--- config.mk ---
export PLATFORM = sky130hd
export DESIGN_NAME = fetch_front
export DESIGN_NICKNAME = d
export VERILOG_FILES = /design/src/source/fetch_pkg.sv /design/src/source/fetch_front.sv /design/src/source/fetch_stage.sv /design/src/source/instr_queue.sv /design/src/source/rvc_predecode.sv
export SDC_FILE = /design/constraint.sdc
export NUM_CORES = 1
export LEC_CHECK = 0
export BUFFER_PORTS_ARGS = -buffer_cell sky130_fd_sc_hd__buf_4
export CAP_MARGIN = 20
export CORE_MARGIN = 5
export CORE_UTILIZATION = 62
export DETAILED_ROUTE_END_ITERATION = 10
export PLACE_DENSITY = 0.81
export SLEW_MARGIN = 5
export SYNTH_ARGS = -nofsm -noshare
export SYNTH_HDL_FRONTEND = slang
export SYNTH_SLANG_ARGS = --single-unit
--- constraint.sdc ---
create_clock -name CLK -period 6.89 [get_ports CLK]
set_clock_uncertainty 0.1 [all_clocks]
set_input_delay 1.378 -clock CLK [delete_from_list [all_inputs] [get_ports CLK]]
set_output_delay 1.378 -clock CLK [all_outputs]
set_load 0.1 [all_outputs]
--- src/source/fetch_pkg.sv ---
// Fetch front end shared types
package fetch_pkg;

	// width of the program counter on this core.
	parameter int pc_width = 64;

	// coarse instruction class handed on to decode.
	typedef enum logic [2:0] {
		class_load,
		class_store,
		class_branch,
		class_jal,
		class_jalr,
		class_alu,
		class_system,
		class_other
	} instr_class_e;

	// base 32-bit encoding split into its standard fields.
	typedef struct packed {
		logic [6:0] funct7;
		logic [4:0] rs2;
		logic [4:0] rs1;
		logic [2:0] funct3;
		logic [4:0] rd;
		logic [6:0] opcode;
	} full_view_s;

	// compressed encoding lives in the low half only.
	// body covers bits 12 to 2 of the halfword.
	typedef struct packed {
		logic [15:0] upper;
		logic [2:0]  funct3_c;
		logic [10:0] body;
		logic [1:0]  quadrant;
	} comp_view_s;

	// one fetched word seen either as base or as compressed code.
	typedef union packed {
		full_view_s full;
		comp_view_s comp;
	} fetch_word_u;

	// contents of the fetch register stage.
	typedef struct packed {
		fetch_word_u         word;
		logic [pc_width-1:0] pc;
		logic                valid;
	} stage_out_s;

	// registered predecode result for the same word.
	typedef struct packed {
		logic         is_rvc;
		instr_class_e iclass;
	} predecode_s;

	// one queue slot as presented to decode.
	typedef struct packed {
		logic [31:0]         word;
		logic [pc_width-1:0] pc;
		logic                is_rvc;
		instr_class_e        iclass;
	} queue_entry_s;

endpackage

--- src/source/fetch_front.sv ---
// Instruction fetch front end
`timescale 1ns/1ps

module fetch_front #(
	parameter int QUEUE_DEPTH = 4
) (
	input  logic [31:0]                    readout_word,
	input  logic [fetch_pkg::pc_width-1:0] readout_pc,
	input  logic                           readout_valid,
	output logic                           readout_ready,
	input  logic                           decode_ready,
	output fetch_pkg::queue_entry_s        decode_entry,
	output logic                           decode_valid,
	input  logic                           flush,
	input  logic                           CLK,
	input  logic                           rst_n
);

	import fetch_pkg::*;

	// stage contents toward the queue.
	stage_out_s stage_out;
	// predecode of the same word.
	predecode_s pre_out;
	logic almost_full;
	// word taken from memory on this edge.
	logic accept;

	// memory is held off once the queue nears full.
	assign readout_ready = ~almost_full;
	assign accept = readout_valid & ~almost_full;

	fetch_stage fetch_stage_inst (
		.readout_word (readout_word),
		.readout_pc   (readout_pc),
		.accept       (accept),
		.flush        (flush),
		.CLK          (CLK),
		.rst_n        (rst_n),
		.stage_out    (stage_out)
	);

	// runs beside the stage on the same accept.
	rvc_predecode rvc_predecode_inst (
		.readout_word (readout_word),
		.accept       (accept),
		.flush        (flush),
		.CLK          (CLK),
		.rst_n        (rst_n),
		.pre_out      (pre_out)
	);

	instr_queue #(
		.QUEUE_DEPTH (QUEUE_DEPTH)
	) instr_queue_inst (
		.stage_out    (stage_out),
		.pre_out      (pre_out),
		.decode_ready (decode_ready),
		.flush        (flush),
		.CLK          (CLK),
		.rst_n        (rst_n),
		.decode_entry (decode_entry),
		.decode_valid (decode_valid),
		.almost_full  (almost_full)
	);

endmodule

--- src/source/fetch_stage.sv ---
// Fetch register stage
`timescale 1ns/1ps

module fetch_stage (
	input  fetch_pkg::fetch_word_u         readout_word,
	input  logic [fetch_pkg::pc_width-1:0] readout_pc,
	input  logic                           accept,
	input  logic                           flush,
	input  logic                           CLK,
	input  logic                           rst_n,
	output fetch_pkg::stage_out_s          stage_out
);

	import fetch_pkg::*;

	// held instruction word.
	fetch_word_u word_q;
	// pc that came with the word.
	logic [pc_width-1:0] pc_q;
	// a word was taken on the last edge.
	logic valid_q;

	// valid lasts one cycle per accepted word.
	// the queue pushes on it, so it must never repeat.
	always_ff @(posedge CLK or negedge rst_n) begin
		if (!rst_n) begin
			valid_q <= 1'b0;
		end else if (flush) begin
			// a word offered with the flush is dropped here.
			valid_q <= 1'b0;
		end else begin
			valid_q <= accept;
		end
	end

	// payload keeps its value while memory is held off.
	always_ff @(posedge CLK) begin
		if (flush) begin
			word_q <= '0;
			pc_q <= '0;
		end else if (accept) begin
			word_q <= readout_word;
			pc_q <= readout_pc;
		end
	end

	// pack the stage result for the queue.
	assign stage_out.word = word_q;
	assign stage_out.pc = pc_q;
	assign stage_out.valid = valid_q;

	// memory must present a defined word and pc when one is taken.
	// an unknown word would reach the queue with a garbage class.
	assert property (@(posedge CLK) disable iff (!rst_n)
		accept |-> !$isunknown({readout_word, readout_pc}))
		else $error("fetch stage took an undefined word or pc");

endmodule

--- src/source/instr_queue.sv ---
// Instruction queue
`timescale 1ns/1ps

module instr_queue #(
	parameter int QUEUE_DEPTH = 4
) (
	input  fetch_pkg::stage_out_s   stage_out,
	input  fetch_pkg::predecode_s   pre_out,
	input  logic                    decode_ready,
	input  logic                    flush,
	input  logic                    CLK,
	input  logic                    rst_n,
	output fetch_pkg::queue_entry_s decode_entry,
	output logic                    decode_valid,
	output logic                    almost_full
);

	import fetch_pkg::*;

	// pointer and count widths.
	localparam int ptr_w = (QUEUE_DEPTH > 1) ? $clog2(QUEUE_DEPTH) : 1;
	localparam int cnt_w = $clog2(QUEUE_DEPTH + 1);

	// entry storage.
	queue_entry_s entry_mem [QUEUE_DEPTH];
	// stage word joined with its predecode.
	queue_entry_s push_entry;
	logic [ptr_w-1:0] wr_ptr;
	logic [ptr_w-1:0] rd_ptr;
	logic [cnt_w-1:0] count;
	logic push;
	logic pop;

	// step a pointer and wrap at the last slot.
	function automatic logic [ptr_w-1:0] next_ptr(input logic [ptr_w-1:0] ptr);
		if (ptr == ptr_w'(QUEUE_DEPTH - 1)) begin
			return '0;
		end
		return ptr + 1'b1;
	endfunction

	// stage and predecode describe the same word in this cycle.
	assign push_entry.word = stage_out.word;
	assign push_entry.pc = stage_out.pc;
	assign push_entry.is_rvc = pre_out.is_rvc;
	assign push_entry.iclass = pre_out.iclass;

	// every valid stage word goes in.
	assign push = stage_out.valid;
	assign pop = decode_valid & decode_ready;

	// first word falls through to decode.
	assign decode_valid = (count != '0);
	assign decode_entry = entry_mem[rd_ptr];

	// one slot stays free for the word already in the stage.
	assign almost_full = (count >= cnt_w'(QUEUE_DEPTH - 1));

	always_ff @(posedge CLK or negedge rst_n) begin
		if (!rst_n) begin
			count <= '0;
			wr_ptr <= '0;
			rd_ptr <= '0;
		end else if (flush) begin
			// drop everything, including a push in this cycle.
			count <= '0;
			wr_ptr <= '0;
			rd_ptr <= '0;
		end else begin
			if (push) begin
				wr_ptr <= next_ptr(wr_ptr);
			end
			if (pop) begin
				rd_ptr <= next_ptr(rd_ptr);
			end
			case ({push, pop})
				2'b10: count <= count + 1'b1;
				2'b01: count <= count - 1'b1;
				default: count <= count;
			endcase
		end
	end

	// slot write.
	always_ff @(posedge CLK) begin
		if (push) begin
			entry_mem[wr_ptr] <= push_entry;
		end
	end

	// readout_ready upstream must have held the stage back in time.
	assert property (@(posedge CLK) disable iff (!rst_n)
		push |-> (count != cnt_w'(QUEUE_DEPTH)))
		else $error("push into a full instruction queue");

endmodule

--- src/source/rvc_predecode.sv ---
// RVC predecode
`timescale 1ns/1ps

module rvc_predecode (
	input  fetch_pkg::fetch_word_u readout_word,
	input  logic                   accept,
	input  logic                   flush,
	input  logic                   CLK,
	input  logic                   rst_n,
	output fetch_pkg::predecode_s  pre_out
);

	import fetch_pkg::*;

	// compressed flag of the incoming word.
	logic rvc_d;
	// class of the incoming word.
	instr_class_e class_d;
	// result register, aligned with the fetch stage.
	predecode_s pre_q;

	// a word is compressed unless both low bits are set.
	assign rvc_d = (readout_word.comp.quadrant != 2'b11);

	always_comb begin
		class_d = class_other;
		if (!rvc_d) begin
			// full width word, the major opcode decides.
			case (readout_word.full.opcode)
				7'b0000011: class_d = class_load;
				7'b0100011: class_d = class_store;
				7'b1100011: class_d = class_branch;
				7'b1101111: class_d = class_jal;
				7'b1100111: class_d = class_jalr;
				7'b1110011: class_d = class_system;
				// op, op-imm, op-32, op-imm-32, lui and auipc.
				7'b0110011, 7'b0010011, 7'b0111011,
				7'b0011011, 7'b0110111, 7'b0010111: class_d = class_alu;
				default: class_d = class_other;
			endcase
		end else begin
			// only the low half counts here.
			case (readout_word.comp.quadrant)
				2'b00: begin
					// c.lw and c.ld, c.sw and c.sd.
					case (readout_word.comp.funct3_c)
						3'b010, 3'b011: class_d = class_load;
						3'b110, 3'b111: class_d = class_store;
						default: class_d = class_other;
					endcase
				end
				2'b01: begin
					// immediates and arithmetic, then c.j and the branches.
					case (readout_word.comp.funct3_c)
						3'b101: class_d = class_jal;
						3'b110, 3'b111: class_d = class_branch;
						default: class_d = class_alu;
					endcase
				end
				2'b10: begin
					case (readout_word.comp.funct3_c)
						3'b000: class_d = class_alu;
						3'b010, 3'b011: class_d = class_load;
						3'b110, 3'b111: class_d = class_store;
						3'b100: begin
							// c.jr and c.jalr have rs2 zero and rs1 set.
							if (readout_word.comp.body[4:0] == 5'd0
								&& readout_word.comp.body[9:5] != 5'd0) begin
								class_d = class_jalr;
							end else begin
								class_d = class_alu;
							end
						end
						default: class_d = class_other;
					endcase
				end
				default: class_d = class_other;
			endcase
		end
	end

	// loads on the same edge as the fetch stage.
	always_ff @(posedge CLK or negedge rst_n) begin
		if (!rst_n) begin
			pre_q <= '0;
		end else if (flush) begin
			pre_q <= '0;
		end else if (accept) begin
			pre_q.is_rvc <= rvc_d;
			pre_q.iclass <= class_d;
		end
	end

	assign pre_out = pre_q;

endmodule
==> results of run 1 <==
-- worst max-delay path: cells and delay by family, from the launching register on --
kind,cells,cell delay (ns)
flip-flops,1,1.09
multiplexers,1,0.41
buffers and inverters,2,0.90
-- power by group --
group          internal [mW]  leakage (nW)  switching [mW]  total (mW)
Clock                   1.61         0.794            1.03        2.64
Combinational          0.804          2.10            2.31        3.11
Sequential              3.64          4.66           0.223        3.86
-- layout make-up --
| class | count | area share (%) |
|---|---|---|
| timing repair buffer | 212 | 7.42 |
| sequential | 508 | 65.9 |
| inverter | 6 | 0.104 |
| multi-input combinational | 271 | 16.9 |
| clock buffer | 72 | 6.58 |
| clock inverter | 15 | 0.915 |
| tap | 384 | 2.22 |
-- layer usage --
layer,part of all wire [%],GRT usage (%),routed length (um)
met4,1.4,4.32,497
met2,51,37.0,18600
met5,0.036,0,13
met1,39,30.4,14100
met3,8.2,5.43,2990
-- metrics by stage --
step | total power, mW | util [%] | instance area (um^2)
detailed placement | 7.05 | 69.3 | 20000
global route | 9.94 | 74.9 | 21600
floorplan | 6.41 | - | 18200
CTS | 9.69 | 74.9 | 21600
global placement | 7.01 | 69.3 | 20000
finish | 9.61 | 74.9 | 21600
-- registers in the layout, summed over array words and instances, names as in the netlist --
| name | count |
|---|---|
| fetch_stage_inst.valid_q | 1 |
| fetch_stage_inst.pc_q | 64 |
| rvc_predecode_inst.pre_out | 4 |
| instr_queue_inst.entry_mem | 400 |
| instr_queue_inst.count | 3 |
| fetch_stage_inst.word_q | 32 |
| instr_queue_inst.wr_ptr | 2 |
| instr_queue_inst.rd_ptr | 2 |
-- cell usage in the layout, fill, tap and decap left out, types with 2 or more instances in the layout --
master     instances
dfrtp_4            2
clkbuf_8          11
nor2_1            11
o21ai_0            6
inv_1              6
nand4_1            2
dfxtp_1           96
a22o_1            97
clkbuf_1          12
nand3b_1           2
and2_4             4
nor3_1             6
clkbuf_16         49
or4_1              2
mux2i_1            4
ha_1               5
bufinv_16          5
a21oi_1            4
clkinv_2           5
nand2_1            5
nor3b_1            2
dfrtp_1           10
mux4_2           100
clkinv_1           4
buf_4            211
edfxtp_1         400
-- cell families after synthesis --
group                    synth area share [%]
XOR/XNOR                               0.0481
buffers and inverters                    1.94
AO/OA/AOI/OAI                            5.44
multiplexers                             12.6
AND/OR/NAND/NOR                          1.29
flip-flops                               78.2
adder cells (fa/ha/maj)                 0.509
-- worst max path at each step --
stage	from	endpoint	slack, ns	cells after the start
2_1_floorplan	instr_queue_inst.wr_ptr[0]	instr_queue_inst.entry_mem[0][0]	3.39	3
6_report	instr_queue_inst.rd_ptr[1]	decode_entry[25]	2.46	3
3_3_place_gp	instr_queue_inst.rd_ptr[1]	decode_entry[19]	2.97	3
3_5_place_dp	instr_queue_inst.rd_ptr[1]	decode_entry[14]	2.99	3
4_1_cts	instr_queue_inst.rd_ptr[1]	decode_entry[14]	2.42	3
5_1_grt	instr_queue_inst.rd_ptr[1]	decode_entry[8]	2.33	3
==> flow_summary.json, run 1 <==
{
  "setup_viol_count_final": 0,
  "whs_ns": 0.407,
  "vias": 8943,
  "period_share_pct": 64.3,
  "hold_violations": 0,
  "rrSetupSlack_ns": 3.97,
  "layout_min_cycle_time_ns": 4.43,
  "yosys.cell_types.count": 43,
  "clk_latency_ns": 0.53,
  "status": "finished clean",
  "via_per_inst": 6.09,
  "dieArea_um2": 32900,
  "syn_nets": 939,
  "clockRootBuffer": "clkbuf_16",
  "max_freq_mhz": 226,
  "crit_arrival_ns": 2.95,
  "multi_input_area_um2": 3640,
  "area_growth_pct": 18.7,
  "start_kind": "flop",
  "cts_tree": "done",
  "synth.most_common_cell": "edfxtp_1",
  "ys.flop_type": "edfxtp_1",
  "drt-initial-drc-count": 747,
  "nFillCells": 1629,
  "dr.pass1.iters": 5,
  "place_hpwl_um": 21000,
  "cts_max_level": 2,
  "start_util_pct": 63.1,
  "tightest_slew_ns": 1.01,
  "end_kind": "output port",
  "post_synth.cell_area_avg_um2": 21.9,
  "postRouteWirelength_um": 36300,
  "grt_max_degree": 67,
  "diodes": 0,
  "fp.dieW_um": 181,
  "post-synth-top-area-cell": "edfxtp_1",
  "ctsResizeCount": 0,
  "yosysSeqAreaShare_pct": 78.2,
  "p_per_area_nw_per_um2": 445,
  "synth_common_cells": "edfxtp_1, mux4_2, a22o_1",
  "ctsHoldBuffers": 0,
  "cts_setup_buffers": 0,
  "port_buffers": 202,
  "path_clk_slew_ns": 0.06,
  "antenna_found_initial": 1,
  "netlist_area_um2": 18200,
  "reg2reg_to": "rvc_predecode_inst.pre_out[0]",
  "grt_pass1_vias": 9288,
  "min_to": "instr_queue_inst.entry_mem[0][76]",
  "crit_chain": "buf_4 > mux4_2 > buf_4",
  "hold_path_depth": 0,
  "nNetsFinal": 1153,
  "syn_inst": 832,
  "track_usage_pct": 22.1,
  "dp.cells": 1381,
  "cts_max_path_buffers": 3,
  "die_y_um": 181,
  "required_ns": 5.41,
  "cpPeakStageDelay_ns": 1.09,
  "setup_tns_ns": 0,
  "routabilityCongestion": 0.723,
  "fin_cells": 1468,
  "async_flop_share_pct": 2.36,
  "grt_pass1_wl_um": 56100,
  "slew_headroom_pct": 32.6,
  "reg2reg_from": "instr_queue_inst.count[0]",
  "clock_sink_count": 508,
  "core_area_um2": 28900,
  "critical_path.most_common_cell": "buf_4",
  "min_from": "fetch_stage_inst.word_q[8]",
  "synth.area.top_cells": "edfxtp_1, mux4_2, dfxtp_1",
  "grt_overflow": 0,
  "post-place-ws_ns": 2.99,
  "synth-edff-count": 400,
  "maxCapViolCount": 0,
  "ir_worst_vdd_uv": 278,
  "cts_inserted_buffers": 47,
  "cp_max_fo": 66,
  "synth_warnings": 0,
  "boundaryPins": 203,
  "r2r_cells": 5,
  "ys_ff_latch": 508,
  "regArea_um2": 14200,
  "drtAntennaViolNets": 0,
  "critPathSlowestCell": "dfrtp_4",
  "criticalPathCategory": "reg2out",
  "drive_above_1_share_pct": 36.6,
  "rsz0062_at_grt": "false",
  "row_count": 62,
  "drc_errors": 0,
  "leakagePower_nw": 7.55,
  "synth_top_area_share_pct": 66.0,
  "setup_ws_ns": 2.46,
  "slew_viol_final": 0,
  "hp-class": "reg2reg",
  "wl_per_cell_um": 24.7
}
Power figures use the tool's default switching activity.
==> run 2, diff against run 1 <==
--- a/config.mk
+++ b/config.mk
@@ -5,12 +5,13 @@
 export SDC_FILE = /design/constraint.sdc
 export NUM_CORES = 1
 export LEC_CHECK = 0
+export ABC_AREA = 1
 export BUFFER_PORTS_ARGS = -buffer_cell sky130_fd_sc_hd__buf_4
 export CAP_MARGIN = 20
 export CORE_MARGIN = 5
-export CORE_UTILIZATION = 62
+export CORE_UTILIZATION = 52
 export DETAILED_ROUTE_END_ITERATION = 10
-export PLACE_DENSITY = 0.81
+export PLACE_DENSITY = 0.72
 export SLEW_MARGIN = 5
 export SYNTH_ARGS = -nofsm -noshare
 export SYNTH_HDL_FRONTEND = slang
==> constraint.sdc (replaced) <==
create_clock -name CLK -period 3.71 [get_ports CLK]
set_clock_uncertainty 0.1 [all_clocks]
set_input_delay 0.742 -clock CLK [delete_from_list [all_inputs] [get_ports CLK]]
set_output_delay 0.742 -clock CLK [all_outputs]
set_load 0.1 [all_outputs]
==> run 2 against run 1 <==
Net effect: die area up 20%; global-route usage is 1.2 points lower; hold slack worse by 0.10 ns; critical path depth increased by 1; via count is 28% higher; register-to-register slack got worse by 2.5 ns; critical endpoint is now decode_entry[82]; highest routed layer is now met4.
==> flow_summary.json, run 2 <==
{
  "die_y_um": 199,
  "cpPeakStageDelay_ns": 0.45,
  "synth_adder_area_share_pct": 0.447,
  "routabilityCongestion": 0.757,
  "largest_reg_flops": 400,
  "post-place-ws_ns": 0.858,
  "synth_compound_area_share_pct": 13.7,
  "tightest_slew_ns": 1.09,
  "max_freq_mhz": 279,
  "crit_chain": "buf_12 > o21ai_0 > o22ai_1 > buf_4",
  "clk_latency_ns": 0.55,
  "vias": 11500,
  "reg_top3": "instr_queue_inst.entry_mem: 400 flops, fetch_stage_inst.pc_q: 64 flops, fetch_stage_inst.word_q: 32 flops",
  "synth_common_cells": "edfxtp_1, o21ai_0, nor2_1",
  "cp_max_fo": 202,
  "row_count": 69,
  "syn_nets": 1438,
  "grt_overflow": 0,
  "drtAntennaViolNets": 0,
  "area_growth_pct": 19.8,
  "grt_pass1_vias": 11200,
  "drc_errors": 0,
  "final_common_cell": "edfxtp_1",
  "post-synth-top-area-cell": "edfxtp_1",
  "core_area_um2": 35300,
  "dieArea_um2": 39400,
  "dr.pass1.iters": 5,
  "multi_input_area_um2": 3740,
  "cts_inserted_buffers": 49,
  "slew_viol_final": 0,
  "layout_min_cycle_time_ns": 3.59,
  "status": "finished clean",
  "async_flop_share_pct": 2.36,
  "synth_warnings": 0,
  "via_per_inst": 5.67,
  "synth.area.top_cells": "edfxtp_1, dfxtp_1, o21ai_0",
  "crit_arrival_ns": 2.75,
  "cts_max_level": 2,
  "syn_inst": 1331,
  "nFillCells": 2603,
  "grt_max_degree": 203,
  "top_register": "instr_queue_inst.entry_mem",
  "postRouteWirelength_um": 41500,
  "synthMuxAreaShare_pct": 0,
  "synth_simple_gate_area_share_pct": 6.07,
  "clockRootBuffer": "clkbuf_16",
  "period_share_pct": 96.7,
  "layout_common_cells": "edfxtp_1, o21ai_0, nor2_1, buf_4, o22ai_1",
  "netlist_area_um2": 18500,
  "synth.most_common_cell": "edfxtp_1",
  "slew_headroom_pct": 27.3,
  "ctsResizeCount": 0,
  "synth_top_family_by_area": "compound AO/OA/AOI/OAI gates",
  "ctsHoldBuffers": 1,
  "cts_setup_buffers": 0,
  "cts_max_path_buffers": 3,
  "hold_violations": 0,
  "drt-initial-drc-count": 677,
  "grt_pass1_wl_um": 63700,
  "regArea_um2": 14200,
  "start_util_pct": 52.3,
  "port_buffers": 202,
  "start_kind": "flop",
  "rsz0062_at_grt": "false",
  "nNetsFinal": 1631,
  "drive_above_1_share_pct": 20.3,
  "setup_ws_ns": 0.122,
  "synthXorXnorAreaFrac_pct": 0.0474,
  "hp-class": "in2reg",
  "boundaryPins": 203,
  "clock_sink_count": 508,
  "antenna_found_initial": 0,
  "fp.dieW_um": 199,
  "yosys.cell_types.count": 29,
  "track_usage_pct": 20.9,
  "place_hpwl_um": 23300,
  "criticalPathCategory": "reg2out",
  "setup_tns_ns": 0,
  "synth_top_area_share_pct": 65.0,
  "ys_ff_latch": 508,
  "yosysSeqAreaShare_pct": 77.0,
  "post_synth.cell_area_avg_um2": 13.9,
  "critPathSlowestCell": "dfrtp_4",
  "setup_viol_count_final": 0,
  "synth-edff-count": 400,
  "diodes": 0,
  "ys.flop_type": "edfxtp_1",
  "cts_tree": "done",
  "required_ns": 2.87,
  "wl_per_cell_um": 20.5,
  "maxCapViolCount": 0,
  "end_kind": "output port",
  "path_clk_slew_ns": 0.06
}
==> run 2: worst max-delay path: cells and delay by family (launching register included) <==
kind	cells	cell delay, ns
AO/OA/AOI/OAI	2	0.55
flip-flops	1	0.45
buffers and inverters	2	0.80
==> run 2: per-layer routing <==
metal  GRT usage, %  wire length (um)  vias to the layer above
met5              0                 0                        -
met4           6.21              1040                        0
met3           3.44              2860                       72
met2           34.1             20400                      377
met1           29.4             17200                     5661
li1               -                 -                     5368
==> run 2: path summary, 6_finish.rpt <==
| path | from | endpoint | slack, ns | depth (start not counted) |
|---|---|---|---|---|
| setup / recovery | instr_queue_inst.rd_ptr[0] | decode_entry[82] | 0.12 | 4 |
| hold / removal | readout_pc[33] | fetch_stage_inst.pc_q[33] | 0.31 | 2 |
| setup reg to reg | instr_queue_inst.count[1] | fetch_stage_inst.word_q[24] | 1.49 | 5 |
| hold reg to reg | fetch_stage_inst.pc_q[38] | instr_queue_inst.entry_mem[2][42] | 0.40 | 0 |
| max in group asynchronous | rst_n | instr_queue_inst.rd_ptr[0] | 2.84 | 2 |
| min in group asynchronous | rst_n | rvc_predecode_inst.pre_out[3] | 0.48 | 2 |
==> run 2: cell type report <==
cell class / instances / share of cell area, %
well taps: 461 / 2.60
clock inverters: 27 / 1.12
flip-flops and latches: 508 / 64.3
repair buffers: 229 / 8.34
clock buffers: 65 / 6.18
inverters: 28 / 0.559
multi-input cells: 708 / 16.9
==> run 2: cell families (layout without fill, tap and decap cells) <==
group	after synthesis	after routing
flip-flops	508	508
AO/OA/AOI/OAI	413	413
AND/OR/NAND/NOR	288	288
buffers and inverters	115	349
adder cells (fa/ha/maj)	6	6
XOR/XNOR	1	1
==> run 2: through the flow <==
step	area, um^2	util (%)	hold slack [ns]	cells
finish	22100	62.7	0.306	2026
global route	22100	62.7	0.277	2026
CTS	22100	62.7	0.280	2026
detailed placement	20500	58.1	0.383	1933
global placement	20500	58.1	0.378	1933
floorplan	18500	-	0.346	1331
Power of run 2 is not shown: default switching activity piles up to over one toggle a cycle in this logic, so the estimate is an artifact.
==> run 3, diff against run 2 <==
--- a/config.mk
+++ b/config.mk
@@ -12,6 +12,7 @@
 export CORE_UTILIZATION = 52
 export DETAILED_ROUTE_END_ITERATION = 10
 export PLACE_DENSITY = 0.72
+export SETUP_SLACK_MARGIN = 0.4
 export SLEW_MARGIN = 5
 export SYNTH_ARGS = -nofsm -noshare
 export SYNTH_HDL_FRONTEND = slang
==> run 3 against run 2 <==
Net effect: register-to-register slack is essentially flat; maximum frequency grew 11%; via count grew 1.5%; global-route usage grew 0.64 points; wire length grew 3.7%; hold slack gained 0.0018 ns; core utilization grew 0.34 points; flip-flop and latch count is the same; design area grew 0.55%; non-clock buffer count grew 2.
==> flow_summary.json, run 3 (synthesis gave the netlist of run 2 again) <==
{
  "grt_pass1_vias": 11400,
  "crit_chain": "clkinv_2 > buf_16 > o21ai_0 > o22ai_1 > buf_4",
  "dieArea_um2": 39400,
  "die_y_um": 199,
  "drtAntennaViolNets": 0,
  "cp_max_fo": 66,
  "layout_min_cycle_time_ns": 3.24,
  "multi_input_area_um2": 3750,
  "required_ns": 2.87,
  "slew_headroom_pct": 46.5,
  "cts_inserted_buffers": 49,
  "clock_sink_count": 508,
  "final_common_cell": "edfxtp_1",
  "reg_top3": "instr_queue_inst.entry_mem: 400 flops, fetch_stage_inst.pc_q: 64 flops, fetch_stage_inst.word_q: 32 flops",
  "core_area_um2": 35300,
  "period_share_pct": 87.4,
  "tightest_slew_ns": 0.802,
  "start_kind": "flop",
  "drc_errors": 0,
  "grt_max_degree": 102,
  "rsz0062_at_grt": "false",
  "row_count": 69,
  "top_register": "instr_queue_inst.entry_mem",
  "setup_viol_count_final": 0,
  "critPathSlowestCell": "dfrtp_4",
  "via_per_inst": 5.74,
  "fin_cells": 2029,
  "nFillCells": 2600,
  "criticalPathCategory": "reg2out",
  "max_freq_mhz": 308,
  "drive_above_1_share_pct": 20.5,
  "cts_max_path_buffers": 3,
  "status": "finished clean",
  "track_usage_pct": 21.5,
  "routabilityCongestion": 0.757,
  "clk_latency_ns": 0.55,
  "boundaryPins": 203,
  "dr.pass1.iters": 5,
  "worst-path-buf-inv": 3,
  "postRouteWirelength_um": 43100,
  "clockRootBuffer": "clkbuf_16",
  "drt-initial-drc-count": 836,
  "port_buffers": 202,
  "end_kind": "output port",
  "hp-class": "in2reg",
  "start_util_pct": 52.3,
  "cts_max_level": 2,
  "largest_reg_flops": 400,
  "slew_viol_final": 0,
  "cts_tree": "done",
  "rrSetupSlack_ns": 1.48,
  "place_hpwl_um": 23300,
  "maxCapViolCount": 0,
  "setup_tns_ns": 0,
  "dp.cells": 1933,
  "grt_pass1_wl_um": 65400,
  "regArea_um2": 14200,
  "wl_per_cell_um": 21.2,
  "fp.dieW_um": 199,
  "cpLargestDelayFamily": "buffers and inverters",
  "area_growth_pct": 20.5,
  "grt_overflow": 0,
  "nNetsFinal": 1633,
  "hold_violations": 0,
  "layout_common_cells": "edfxtp_1, o21ai_0, nor2_1, buf_4, o22ai_1",
  "path_clk_slew_ns": 0.06,
  "crit_arrival_ns": 2.40,
  "antenna_found_initial": 0,
  "vias": 11600,
  "cpPeakStageDelay_ns": 0.61
}
run 3: changes by cell type in the layout (fill, tap and decap cells not counted), moves of 2 or more:
cell     before  now
buf_4       218  208
buf_6         0   10
buf_16        0    3
buf_12       10    8
o22ai_1     100   98
o22ai_2       0    2
run 3: layout make-up:
class | instances | area share, %
inverter | 28 | 0.607
clock buffer | 65 | 6.15
sequential | 508 | 64.0
tap | 461 | 2.59
antenna | 1 | 0.0112
timing repair buffer | 231 | 8.72
multi-input combinational | 708 | 16.9
clock inverter | 27 | 1.11
run 3: path summary, 6_finish.rpt:
| check | startpoint | to | cells after the start |
|---|---|---|---|
| worst min-delay path | readout_pc[33] | fetch_stage_inst.pc_q[33] | 2 |
| worst max register to register | instr_queue_inst.count[1] | fetch_stage_inst.word_q[24] | 5 |
| max in group asynchronous | rst_n | instr_queue_inst.rd_ptr[0] | 2 |
| min in group asynchronous | rst_n | rvc_predecode_inst.pre_out[3] | 2 |
| worst min register to register | fetch_stage_inst.pc_q[8] | instr_queue_inst.entry_mem[1][12] | 0 |
| worst max-delay path | instr_queue_inst.rd_ptr[1] | decode_entry[81] | 5 |
run 3: per-stage QoR:
stage | utilization [%] | hold WS (ns) | cell area [um^2] | setup slack (ns)
6_report | 63.1 | 0.308 | 22300 | 0.468
4_1_cts | 62.9 | 0.280 | 22200 | 0.394
3_5_place_dp | 58.1 | 0.383 | 20500 | 0.858
3_3_place_gp | 58.1 | 0.378 | 20500 | 0.898
2_1_floorplan | - | 0.346 | 18500 | 0.423
5_1_grt | 63.1 | 0.277 | 22300 | 0.400
run 3: repair_timing:
item	CTS	global route
setup buffers	0	1
setup endpoints to repair	61	38
resized for setup	11	7
gates cloned	1	0
endpoints found under the hold margin	12	0
hold buffers	1	0
run 3: layer usage:
layer  vias up  share of wire, %  GRT usage, %
met1      5777                42          30.4
met4         0               2.3          6.51
li1       5375                 -             -
met2       429                49          35.0
met5         -                 0             0
met3        66               7.0          3.44
Power of run 3 is left out for the same reason.
